File: src/design/soc_bus_pkg.sv
// ----------------------------------------------------------
// AHB-lite and APB bus definitions for the APB subsystem
// Word transfers only, no HSIZE, HBURST or HPROT support
// Peripherals decode fixed 64 KB windows on the upper bits
// ----------------------------------------------------------
package soc_bus_pkg;

  typedef logic [31:0] addr_t;     // Byte address
  typedef logic [31:0] data_t;     // Bus data word

  // AHB transfer type
  typedef logic [1:0] htrans_t;
  localparam htrans_t HTRANS_IDLE   = 2'b00;
  localparam htrans_t HTRANS_NONSEQ = 2'b10;

  // AHB slave response
  typedef logic [1:0] hresp_t;
  localparam hresp_t HRESP_OKAY  = 2'b00;
  localparam hresp_t HRESP_ERROR = 2'b01;

  // ----------------------------------------------------------
  // Address map
  // ----------------------------------------------------------
  localparam int    WINDOW_BITS = 16;              // Offset bits inside a window
  localparam addr_t GPIO_BASE   = 32'h0082_0000;   // GPIO slot
  localparam addr_t IRQC_BASE   = 32'h0086_0000;   // Interrupt controller slot

  // Bridge sequencer
  typedef enum logic [2:0] {
    IDLE,     // Ready for a new address
    SETUP,    // APB setup, write data captured
    ACCESS,   // APB access, read data captured
    ERR1,     // First error cycle, HREADY low
    ERR2      // Second error cycle, HREADY high
  } bridge_state_t;

endpackage

File: src/design/periph_regs_pkg.sv
// ----------------------------------------------------------
// Register map of the GPIO and interrupt controller
// Offsets are word aligned, decoded on PADDR[7:0] only
// ----------------------------------------------------------
package periph_regs_pkg;

  typedef logic [7:0] reg_off_t;

  // GPIO
  localparam reg_off_t GPIO_OUT_OFF   = 8'h00;  // Pin output value
  localparam reg_off_t GPIO_OE_OFF    = 8'h04;  // Output enable, 1 drives
  localparam reg_off_t GPIO_IN_OFF    = 8'h08;  // Synchronized pins, RO
  localparam reg_off_t GPIO_IEN_OFF   = 8'h0C;  // Rising edge irq enable
  localparam reg_off_t GPIO_ISTAT_OFF = 8'h10;  // Edge status, W1C

  // Interrupt controller
  localparam reg_off_t IRQ_RAW_OFF  = 8'h00;    // Raw sources, RO
  localparam reg_off_t IRQ_MASK_OFF = 8'h04;    // Enable per source
  localparam reg_off_t IRQ_HIB_OFF  = 8'h08;    // Bit 0 is hibernate

  // Interrupt sources
  localparam int EXT_IRQS     = 4;
  localparam int NUM_IRQS     = EXT_IRQS + 1;
  localparam int IRQ_SRC_GPIO = 0;               // External line k at k+1

  typedef logic [NUM_IRQS-1:0] irq_vec_t;

endpackage

File: src/design/apb_if.sv
// ----------------------------------------------------------
// APB bundle between bridge and one peripheral
// No PREADY or PSLVERR, slaves have zero wait states
// ----------------------------------------------------------
`timescale 1ns/1ps

interface apb_if;
  import soc_bus_pkg::*;

  addr_t paddr;
  logic  psel;
  logic  penable;
  logic  pwrite;
  data_t pwdata;
  data_t prdata;

  modport master (output paddr, psel, penable, pwrite, pwdata,
                  input  prdata);

  modport slave  (input  paddr, psel, penable, pwrite, pwdata,
                  output prdata);

endinterface

File: src/design/ahb_apb_bridge.sv
// ----------------------------------------------------------
// AHB-lite slave to APB bridge, one transfer in flight
// Mapped access takes 3 data phase cycles, miss takes 2
// HWDATA sampled in the cycle after the address phase
// Only NONSEQ starts a transfer, SEQ and BUSY are ignored
// ----------------------------------------------------------
`timescale 1ns/1ps

module ahb_apb_bridge (
  input  logic                 i_hclk,
  input  logic                 i_rst_n,
  input  logic                 i_hsel,
  input  logic                 i_hready_in,
  input  logic                 i_hwrite,
  input  soc_bus_pkg::addr_t   i_haddr,
  input  soc_bus_pkg::htrans_t i_htrans,
  input  soc_bus_pkg::data_t   i_hwdata,
  output soc_bus_pkg::data_t   o_hrdata,
  output logic                 o_hready,
  output soc_bus_pkg::hresp_t  o_hresp,
  apb_if.master                m_gpio,
  apb_if.master                m_irqc
);
  import soc_bus_pkg::*;

  bridge_state_t state_q, state_d;
  addr_t         addr_q;                 // Captured address phase
  data_t         wdata_q;                // Write data held for ACCESS
  logic          write_q;
  logic          sel_gpio_q, sel_irqc_q; // One-hot slave select, 0/0 on miss
  logic          hit_gpio, hit_irqc;
  logic          accept;
  logic          apb_phase;

  // Window decode on the upper address bits
  assign hit_gpio = (i_haddr[31:WINDOW_BITS] == GPIO_BASE[31:WINDOW_BITS]);
  assign hit_irqc = (i_haddr[31:WINDOW_BITS] == IRQC_BASE[31:WINDOW_BITS]);

  assign accept = i_hsel && i_hready_in && o_hready && (i_htrans == HTRANS_NONSEQ);

  // ----------------------------------------------------------
  // Sequencer
  // ----------------------------------------------------------
  always_comb begin
    state_d = state_q;
    case (state_q)
      IDLE, ERR2: begin          // Both cycles have HREADY high
        if (accept) begin
          state_d = (hit_gpio || hit_irqc) ? SETUP : ERR1;
        end else begin
          state_d = IDLE;
        end
      end
      SETUP:   state_d = ACCESS;
      ACCESS:  state_d = IDLE;   // Read data is in o_hrdata now
      ERR1:    state_d = ERR2;
      default: state_d = IDLE;
    endcase
  end

  always_ff @(posedge i_hclk or negedge i_rst_n) begin
    if (!i_rst_n) begin
      state_q    <= IDLE;
      write_q    <= 1'b0;
      sel_gpio_q <= 1'b0;
      sel_irqc_q <= 1'b0;
    end else begin
      state_q <= state_d;
      if (accept) begin
        write_q    <= i_hwrite;
        sel_gpio_q <= hit_gpio;
        sel_irqc_q <= hit_irqc;
      end
    end
  end

  // Address, write and read data paths
  always_ff @(posedge i_hclk) begin
    if (accept) begin
      addr_q <= i_haddr;
    end
    if (state_q == SETUP) begin
      wdata_q <= i_hwdata;       // Data phase of the AHB write
    end
    if (state_q == ACCESS && !write_q) begin
      o_hrdata <= sel_gpio_q ? m_gpio.prdata : m_irqc.prdata;
    end
  end

  // ----------------------------------------------------------
  // APB drive, shared bus with per-slave PSEL
  // ----------------------------------------------------------
  assign apb_phase = (state_q == SETUP) || (state_q == ACCESS);

  assign m_gpio.paddr   = addr_q;
  assign m_gpio.pwrite  = write_q;
  assign m_gpio.pwdata  = (state_q == SETUP) ? i_hwdata : wdata_q;
  assign m_gpio.psel    = apb_phase && sel_gpio_q;
  assign m_gpio.penable = (state_q == ACCESS);

  assign m_irqc.paddr   = addr_q;
  assign m_irqc.pwrite  = write_q;
  assign m_irqc.pwdata  = (state_q == SETUP) ? i_hwdata : wdata_q;
  assign m_irqc.psel    = apb_phase && sel_irqc_q;
  assign m_irqc.penable = (state_q == ACCESS);

  // AHB response
  assign o_hready = (state_q == IDLE) || (state_q == ERR2);
  assign o_hresp  = (state_q == ERR1 || state_q == ERR2) ? HRESP_ERROR : HRESP_OKAY;

endmodule

File: src/design/gpio_apb.sv
// ----------------------------------------------------------
// GPIO with output enable and rising edge interrupts
// GPIO_WIDTH from 1 to 32, upper data bits read as zero
// Inputs go through a two-flop synchronizer, no debounce
// ----------------------------------------------------------
`timescale 1ns/1ps

module gpio_apb #(
  parameter int GPIO_WIDTH = 16
) (
  input  logic                  i_hclk,
  input  logic                  i_rst_n,
  apb_if.slave                  s_apb,
  input  logic [GPIO_WIDTH-1:0] i_gpio_in,
  output logic [GPIO_WIDTH-1:0] o_gpio_out,
  output logic [GPIO_WIDTH-1:0] o_gpio_oe_n,
  output logic                  o_gpio_irq
);
  import soc_bus_pkg::*;
  import periph_regs_pkg::*;

  logic [GPIO_WIDTH-1:0] out_q, oe_q, ien_q, stat_q;
  logic [GPIO_WIDTH-1:0] sync1_q, sync2_q;  // Pin synchronizer
  logic [GPIO_WIDTH-1:0] prev_q;            // Last synchronized value
  logic [GPIO_WIDTH-1:0] rise, stat_clr;
  logic [GPIO_WIDTH-1:0] wdata;
  reg_off_t              off;
  logic                  wr_en;
  data_t                 rdata;

  assign off   = s_apb.paddr[7:0];
  assign wdata = s_apb.pwdata[GPIO_WIDTH-1:0];
  assign wr_en = s_apb.psel && s_apb.penable && s_apb.pwrite;  // ACCESS only

  assign rise     = sync2_q & ~prev_q & ien_q;
  assign stat_clr = (wr_en && off == GPIO_ISTAT_OFF) ? wdata : '0;  // W1C

  always_ff @(posedge i_hclk or negedge i_rst_n) begin
    if (!i_rst_n) begin
      out_q   <= '0;
      oe_q    <= '0;          // All pins tristate
      ien_q   <= '0;
      stat_q  <= '0;
      sync1_q <= '0;
      sync2_q <= '0;
      prev_q  <= '0;
    end else begin
      sync1_q <= i_gpio_in;
      sync2_q <= sync1_q;
      prev_q  <= sync2_q;
      stat_q  <= (stat_q & ~stat_clr) | rise;   // New edge wins over clear
      if (wr_en) begin
        case (off)
          GPIO_OUT_OFF: out_q <= wdata;
          GPIO_OE_OFF:  oe_q  <= wdata;
          GPIO_IEN_OFF: ien_q <= wdata;
          default: ;                // IN and ISTAT handled above
        endcase
      end
    end
  end

  // Read mux
  always_comb begin
    rdata = '0;
    case (off)
      GPIO_OUT_OFF:   rdata[GPIO_WIDTH-1:0] = out_q;
      GPIO_OE_OFF:    rdata[GPIO_WIDTH-1:0] = oe_q;
      GPIO_IN_OFF:    rdata[GPIO_WIDTH-1:0] = sync2_q;
      GPIO_IEN_OFF:   rdata[GPIO_WIDTH-1:0] = ien_q;
      GPIO_ISTAT_OFF: rdata[GPIO_WIDTH-1:0] = stat_q;
      default:        rdata = '0;
    endcase
  end

  assign s_apb.prdata = rdata;
  assign o_gpio_out   = out_q;
  assign o_gpio_oe_n  = ~oe_q;   // Pad enable is active low
  assign o_gpio_irq   = |stat_q;

endmodule

File: src/design/irq_ctrl.sv
// ----------------------------------------------------------
// Interrupt gather, mask and wake source selection
// Sources are level sensitive, nothing is latched here
// Hibernate limits wake to the GPIO interrupt only
// ----------------------------------------------------------
`timescale 1ns/1ps

module irq_ctrl (
  input  logic                                i_hclk,
  input  logic                                i_rst_n,
  apb_if.slave                                s_apb,
  input  logic                                i_gpio_irq,
  input  logic [periph_regs_pkg::EXT_IRQS-1:0] i_ext_irq,
  output logic                                o_irq,
  output logic                                o_wake
);
  import soc_bus_pkg::*;
  import periph_regs_pkg::*;

  irq_vec_t raw;
  irq_vec_t mask_q;
  logic     hib_q;        // Set while the system hibernates
  reg_off_t off;
  logic     wr_en;
  data_t    rdata;

  // Raw vector, GPIO at the bottom
  always_comb begin
    raw                                = '0;
    raw[IRQ_SRC_GPIO]                  = i_gpio_irq;
    raw[IRQ_SRC_GPIO+1 +: EXT_IRQS]    = i_ext_irq;
  end

  assign off   = s_apb.paddr[7:0];
  assign wr_en = s_apb.psel && s_apb.penable && s_apb.pwrite;

  always_ff @(posedge i_hclk or negedge i_rst_n) begin
    if (!i_rst_n) begin
      mask_q <= '0;
      hib_q  <= 1'b0;
    end else if (wr_en) begin
      case (off)
        IRQ_MASK_OFF: mask_q <= s_apb.pwdata[NUM_IRQS-1:0];
        IRQ_HIB_OFF:  hib_q  <= s_apb.pwdata[0];
        default: ;      // RAW is read only
      endcase
    end
  end

  always_comb begin
    rdata = '0;
    case (off)
      IRQ_RAW_OFF:  rdata[NUM_IRQS-1:0] = raw;
      IRQ_MASK_OFF: rdata[NUM_IRQS-1:0] = mask_q;
      IRQ_HIB_OFF:  rdata[0]            = hib_q;
      default:      rdata = '0;
    endcase
  end

  assign s_apb.prdata = rdata;
  assign o_irq  = |(raw & mask_q);                       // To the processor
  assign o_wake = hib_q ? raw[IRQ_SRC_GPIO] : (|raw);    // Unmasked on purpose

endmodule

File: src/design/apb_subsystem.sv
// ----------------------------------------------------------
// APB subsystem top, AHB-lite slave with GPIO and IRQ ctrl
// Single clock, APB runs on hclk
// GPIO at 0x0082_0000, IRQ controller at 0x0086_0000
// ----------------------------------------------------------
`timescale 1ns/1ps

module apb_subsystem #(
  parameter int GPIO_WIDTH = 16
) (
  input  logic                                 i_hclk,
  input  logic                                 i_rst_n,
  // AHB-lite slave
  input  logic                                 i_hsel,
  input  logic                                 i_hready_in,
  input  logic                                 i_hwrite,
  input  soc_bus_pkg::addr_t                   i_haddr,
  input  soc_bus_pkg::htrans_t                 i_htrans,
  input  soc_bus_pkg::data_t                   i_hwdata,
  output soc_bus_pkg::data_t                   o_hrdata,
  output logic                                 o_hready,
  output soc_bus_pkg::hresp_t                  o_hresp,
  // Pins
  input  logic [GPIO_WIDTH-1:0]                i_gpio_in,
  output logic [GPIO_WIDTH-1:0]                o_gpio_out,
  output logic [GPIO_WIDTH-1:0]                o_gpio_oe_n,
  // Interrupts
  input  logic [periph_regs_pkg::EXT_IRQS-1:0] i_ext_irq,
  output logic                                 o_irq,
  output logic                                 o_wake
);

  apb_if apb_gpio ();
  apb_if apb_irqc ();

  logic gpio_irq;   // GPIO edge interrupt into the controller

  ahb_apb_bridge u_bridge (
    .i_hclk      (i_hclk),
    .i_rst_n     (i_rst_n),
    .i_hsel      (i_hsel),
    .i_hready_in (i_hready_in),
    .i_hwrite    (i_hwrite),
    .i_haddr     (i_haddr),
    .i_htrans    (i_htrans),
    .i_hwdata    (i_hwdata),
    .o_hrdata    (o_hrdata),
    .o_hready    (o_hready),
    .o_hresp     (o_hresp),
    .m_gpio      (apb_gpio.master),
    .m_irqc      (apb_irqc.master)
  );

  gpio_apb #(
    .GPIO_WIDTH (GPIO_WIDTH)
  ) u_gpio (
    .i_hclk      (i_hclk),
    .i_rst_n     (i_rst_n),
    .s_apb       (apb_gpio.slave),
    .i_gpio_in   (i_gpio_in),
    .o_gpio_out  (o_gpio_out),
    .o_gpio_oe_n (o_gpio_oe_n),
    .o_gpio_irq  (gpio_irq)
  );

  irq_ctrl u_irqc (
    .i_hclk     (i_hclk),
    .i_rst_n    (i_rst_n),
    .s_apb      (apb_irqc.slave),
    .i_gpio_irq (gpio_irq),
    .i_ext_irq  (i_ext_irq),
    .o_irq      (o_irq),
    .o_wake     (o_wake)
  );

endmodule

File: config.mk
export PLATFORM = sky130hd
export DESIGN_NAME = apb_subsystem
export DESIGN_NICKNAME = d
export VERILOG_FILES = /design/src/design/soc_bus_pkg.sv /design/src/design/periph_regs_pkg.sv /design/src/design/apb_if.sv /design/src/design/ahb_apb_bridge.sv /design/src/design/gpio_apb.sv /design/src/design/irq_ctrl.sv /design/src/design/apb_subsystem.sv
export SDC_FILE = /design/constraint.sdc
export NUM_CORES = 1
export LEC_CHECK = 0
export ABC_AREA = 0
export BUFFER_PORTS_ARGS = -buffer_cell sky130_fd_sc_hd__buf_2
export CAP_MARGIN = 10
export CELL_PAD_IN_SITES_DETAIL_PLACEMENT = 1
export CELL_PAD_IN_SITES_GLOBAL_PLACEMENT = 1
export CORE_MARGIN = 5
export CORE_UTILIZATION = 38
export CTS_CLUSTER_SIZE = 40
export DETAILED_ROUTE_END_ITERATION = 16
export PLACE_DENSITY = 0.79
export SLEW_MARGIN = 20
export SYNTH_ARGS = -nofsm -noshare
export SYNTH_HDL_FRONTEND = slang
export SYNTH_SLANG_ARGS = --single-unit
export TNS_END_PERCENT = 20
File: constraint.sdc
create_clock -name i_hclk -period 2.6 [get_ports i_hclk]
set_input_delay 0.52 -clock i_hclk [delete_from_list [all_inputs] [get_ports i_hclk]]
set_output_delay 0.52 -clock i_hclk [all_outputs]
set_load 0.01 [all_outputs]
# Word-level counts from Yosys, hierarchy flattened
# Cells that the tools add are included.
# word_totals
ff_bits	180
inputBits	91
output_inout_bits	69
elab_cells	74
# op_classes
eq_ne	11
n_mux	11
bitwise	8
n_reduce_logical	27
# op_table
op	count
$pmux W16 S5	1
$and A16 B16 Y16	3
$not A16 Y16	3
$eq A16 B8 Y1 const B	2
$mux W16	2
$reduce_or A20 Y1	1
$eq A8 B4 Y1 const B	2
$or A16 B16 Y16	1
$reduce_or A16 Y1	1
$logic_and A1 B1 Y1	11
$reduce_and A2 Y1	5
$pmux W3 S3	1
$eq A8 B3 Y1 const B	1
$eq A8 B5 Y1 const B	1
$logic_not A8 Y1	1
$pmux W4 S2	1
$eq A3 B2 Y1 const B	2
$and A5 B5 Y5	1
$mux W5	1
$reduce_or A5 Y1	1
$logic_or A1 B1 Y1	4
$eq A3 B1 Y1 const B	1
$eq A3 B3 Y1 const B	1
$logic_not A3 Y1	1
7 further kinds	8

# Logic depth before layout (Yosys ltp)
# depth
depth_word	10
mapped_depth	6

# Modules after synthesis
# Synthesis repeated with hierarchy kept, for this count alone.
# unflattened
cells_unflattened	684
area_unflattened_um2	9534.1
# by_module_without_submodules
module	n_inst	cells_per_inst	area_per_inst_um2	seq_area_each_um2
gpio_apb	1	350	4724.5	2802.7
ahb_apb_bridge	1	266	4170.2	2712.6
irq_ctrl	1	68	639.4	150.1

# Least setup slack after synthesis
# OpenSTA, ideal clock, no wires.
# synth_timing
path_type	register -> register
start	register u_bridge.state_q[2]
end	register u_bridge.o_hrdata[0], enable pin
t_arrival_ps	2226
t_required_ps	2164
setup_slack_ps	-62
path_stages_with_launch	2
n_path_buf	0
cell_sequence	dfrtp_1 > nor4b_1
# synth_via
elab_chain_cells	2
# synth_rtl
element	line_no	source
start, declared	ahb_apb_bridge.sv:26	bridge_state_t state_q, state_d;
start signal, assigned	ahb_apb_bridge.sv:68	state_q <= state_d;
$eq A3 B2 Y1	ahb_apb_bridge.sv:85	if (state_q == ACCESS && !write_q) begin
$logic_and A1 B1 Y1	ahb_apb_bridge.sv:85	
end signal, assigned	ahb_apb_bridge.sv:86	o_hrdata <= sel_gpio_q ? m_gpio.prdata : m_irqc.prdata;
end, declared	ahb_apb_bridge.sv:18	output soc_bus_pkg::data_t o_hrdata,
# Every way passes these cells.
# A chain may end at the register's enable or synchronous reset.

# Worst setup path in the final report
# layout_timing
start	register u_bridge.addr_q[1], in the netlist u_bridge.m_gpio.paddr[1]
end	register u_gpio.stat_q[8]
# layout_via
elab_chain_cells	6
# layout_rtl
element	line_no	source
start, declared	ahb_apb_bridge.sv:27	addr_t addr_q;
start signal, assigned	ahb_apb_bridge.sv:80	addr_q <= i_haddr;
$eq A8 B5 Y1	gpio_apb.sv:36	assign stat_clr = (wr_en && off == GPIO_ISTAT_OFF) ? wdata : '0;
$logic_and A1 B1 Y1	gpio_apb.sv:36	
$mux W16	gpio_apb.sv:36	
$not A16 Y16	gpio_apb.sv:51	stat_q <= (stat_q & ~stat_clr) | rise;
$and A16 B16 Y16	gpio_apb.sv:51	
$or A16 B16 Y16	gpio_apb.sv:51	
end signal, assigned	gpio_apb.sv:51	
end, declared	gpio_apb.sv:22	logic [GPIO_WIDTH-1:0] out_q, oe_q, ien_q, stat_q;
# Every way passes these cells.

==> metrics <==
CTS root buf=clkbuf_16; WL/cell=20.6 µm; flop2flop setup slack=50 ps; crit share post-route=98.0%; vias in the first global route=5051; Crit. End Element=flop; Synth warnings=0; crit-path max cell delay=950 ps; Resized cells post-CTS=0; Reg clk slew, reported paths=60 ps; CP arrival=2840 ps; Yosys reg bits=164; Sw Pwr=1.26 mW; Vias/cell=5.13; Final nets=732; CP Class=flop to flop; pre-CTS worst setup slack=86.4 ps; Comb pwr share=5.9%; setup violators final=0; chip height=143 µm; remaining global-route overflow=0; Internal=4.36 mW; pin count of the biggest net entering global routing=125; pwr dens=686 nW/µm²; Initial DRC Count=250; setup TNS=0 ps; Max Slew Vio Count=0; routed vias=4508; Mapped Cells=507; CTS Hold Bufs=0; Primary FF master, synth=dfrtp_1; crit path launch type=flop; IO Count=160; Fmax=393 MHz; post-synthesis cell area=6680 µm²; Die ar.=20300 µm²; maximum VDD drop=0.499 mV; DP Wirelength=12600 µm; htree depth=4; width of the die=143 µm; initial core utilization=38.6%; Total Wirelength=18100 µm; sequential cell fraction of total power=49.1%; Core Area=17300 µm²; post-route cell area=8190 µm²; RSZ-0062 raised after global routing=no; fin worst setup slack=53.2 ps; Critical Path RT=2890 ps; met2 wire len=9330 µm; IO buf count=118; Async SR Flop Fraction=75.6%; Bufs on Longest Clock Path=2; post-CTS setup buffers=0; Worst Clk Skew=5.02 ps; Area Overhead vs Synth=22.5%; Layout Utilization=47.3%; count of final hold-check violations=0; All-Layer GR Usage=18.2%; Yosys cell types=42; fillers=1810; fin crit period=2550 ps; M1 wire length=7370 µm; syn avg cell area=13.2 µm²; top routing layer used=met4; Lkg Pwr=3.76 nW; global-route wire length before repair=28100 µm; GPL Wtd Cong=0.822; Clock Latency Late Sink=430 ps; crit-path cells=or4_4, or4b_2, nor3b_1, o22ai_1; clock network power share=45.0%; initial antenna violation count=0; ANT nets after route=0; DR WL met3=1100 µm; CTS Buf Count=17; placed instance area=7560 µm²; # rows=48; status=complete, no violations; Sw Ratio=22.4%; Post-synth EDFFs=24; Clock Sinks=164; CTS tree=built; proportion of synthesized chip area in sequential cells=62.0%; most common cell after layout, fill and taps aside=dfrtp_1; n_diodes=0; commonest cells after routing, fill and taps aside=dfrtp_1 (124), buf_2 (117), mux2_2 (60), nand2_1 (39), inv_1 (35); Min-Delay Path Class=input port to asynchronous set/reset pin; worst slew pin tran=1040 ps; Slew HR=30.3%; layout cells sized above 1=38.2%; Max FO, Critical Path=16; DRC viols=0; MaxCap Viol Count=0; DRT Pass-1 Iters=4; crit path max-delay cell type=or4b_2
==> worst paths after layout <==
| kind | start | end | depth (start not counted) |
|---|---|---|---|
| max | u_bridge.m_gpio.paddr[1]$_DFFE_PN_ | u_gpio.stat_q[8]$_DFF_PN0_ | 4 |
| min | i_rst_n | u_gpio.sync1_q[0]$_DFF_PN0_ | 2 |
| max reg2reg | u_bridge.m_gpio.paddr[1]$_DFFE_PN_ | u_gpio.stat_q[8]$_DFF_PN0_ | 4 |
| min reg2reg | u_gpio.sync1_q[12]$_DFF_PN0_ | u_gpio.sync2_q[12]$_DFF_PN0_ | 0 |
| max in group asynchronous | i_rst_n | u_gpio.sync1_q[8]$_DFF_PN0_ | 2 |
| min in group i_hclk | i_gpio_in[3] | u_gpio.sync1_q[3]$_DFF_PN0_ | 1 |
==> per-layer routing <==
metal  track usage [%]  vias to the layer above
met1              22.2                     2304
met2              31.5                      142
met5                 0                        -
li1                  -                     2045
met4              7.20                        0
met3              3.92                       17
==> worst max-delay path, delay by kind of cell (launching register included) <==
kind	cells	cell delay [ps]
and+or+nand+nor	3	1890
DFF	1	370
AOI/OAI and AO/OA	1	140
==> registers in the layout (all words and copies together) (netlist names), 5 cells and up <==
name and cells:
u_gpio.sync1_q 16, u_gpio.ien_q 16, u_gpio.prev_q 16, u_bridge.o_hrdata 16
u_gpio.sync2_q 16, u_gpio.oe_q 16, u_bridge.m_gpio.paddr 8, u_bridge.wdata_q 16
u_gpio.o_gpio_out 16, u_irqc.mask_q 5, u_gpio.stat_q 16
==> cells in the mapped netlist, drive strengths merged, types with 5 or more instances <==
master,count,area [µm²]
dfxtp,16,320
nor3b,17,133
o22ai,22,138
nor4,9,56.3
o21ai,11,55.1
nand2,39,146
mux2,70,826
edfxtp,24,721
a21oi,11,55.1
nor2,6,22.5
mux2i,25,250
buf,28,201
a22oi,13,97.6
clkbuf,11,41.3
inv,35,131
nand3,5,25.0
o2bb2ai,16,140
dfrtp,124,3100
==> logic make-up (layout without fill, tap and decap cells) <==
group                  after synthesis  after routing  share of synthesized area, %
buffers and inverters               74            205                          5.60
AOI/OAI and AO/OA                   78             78                          7.83
DFF                                164            164                          62.0
other                                1             17                        0.0561
muxes                               95             95                          16.1
and+or+nand+nor                     95             95                          8.41
==> final cells by class <==
type,count,area [µm²],area share [%]
clock buffer,23,520,6.36
clock inverter,9,87.6,1.07
inverter,35,131,1.61
multi-input combinational,285,2260,27.7
sequential,164,4140,50.6
tap,225,282,3.44
timing repair buffer,138,756,9.23
==> power by group through the flow <==
stage,clock network [mW],registers [mW],logic (mW)
after floorplan,0,2.79,0.180
after global placement,0,2.80,0.314
after detailed placement,0,2.81,0.332
after CTS,2.58,2.76,0.336
after global routing,2.69,2.77,0.370
final,2.53,2.76,0.331
==> stage by stage <==
stage	hold slack (ps)	total power, mW	instances
final	154	5.62	879
after global routing	173	5.83	879
after CTS	173	5.67	879
after detailed placement	336	3.14	847
after global placement	335	3.11	847
after floorplan	224	2.97	523
Note: power is estimated with default switching activity, not from simulation.
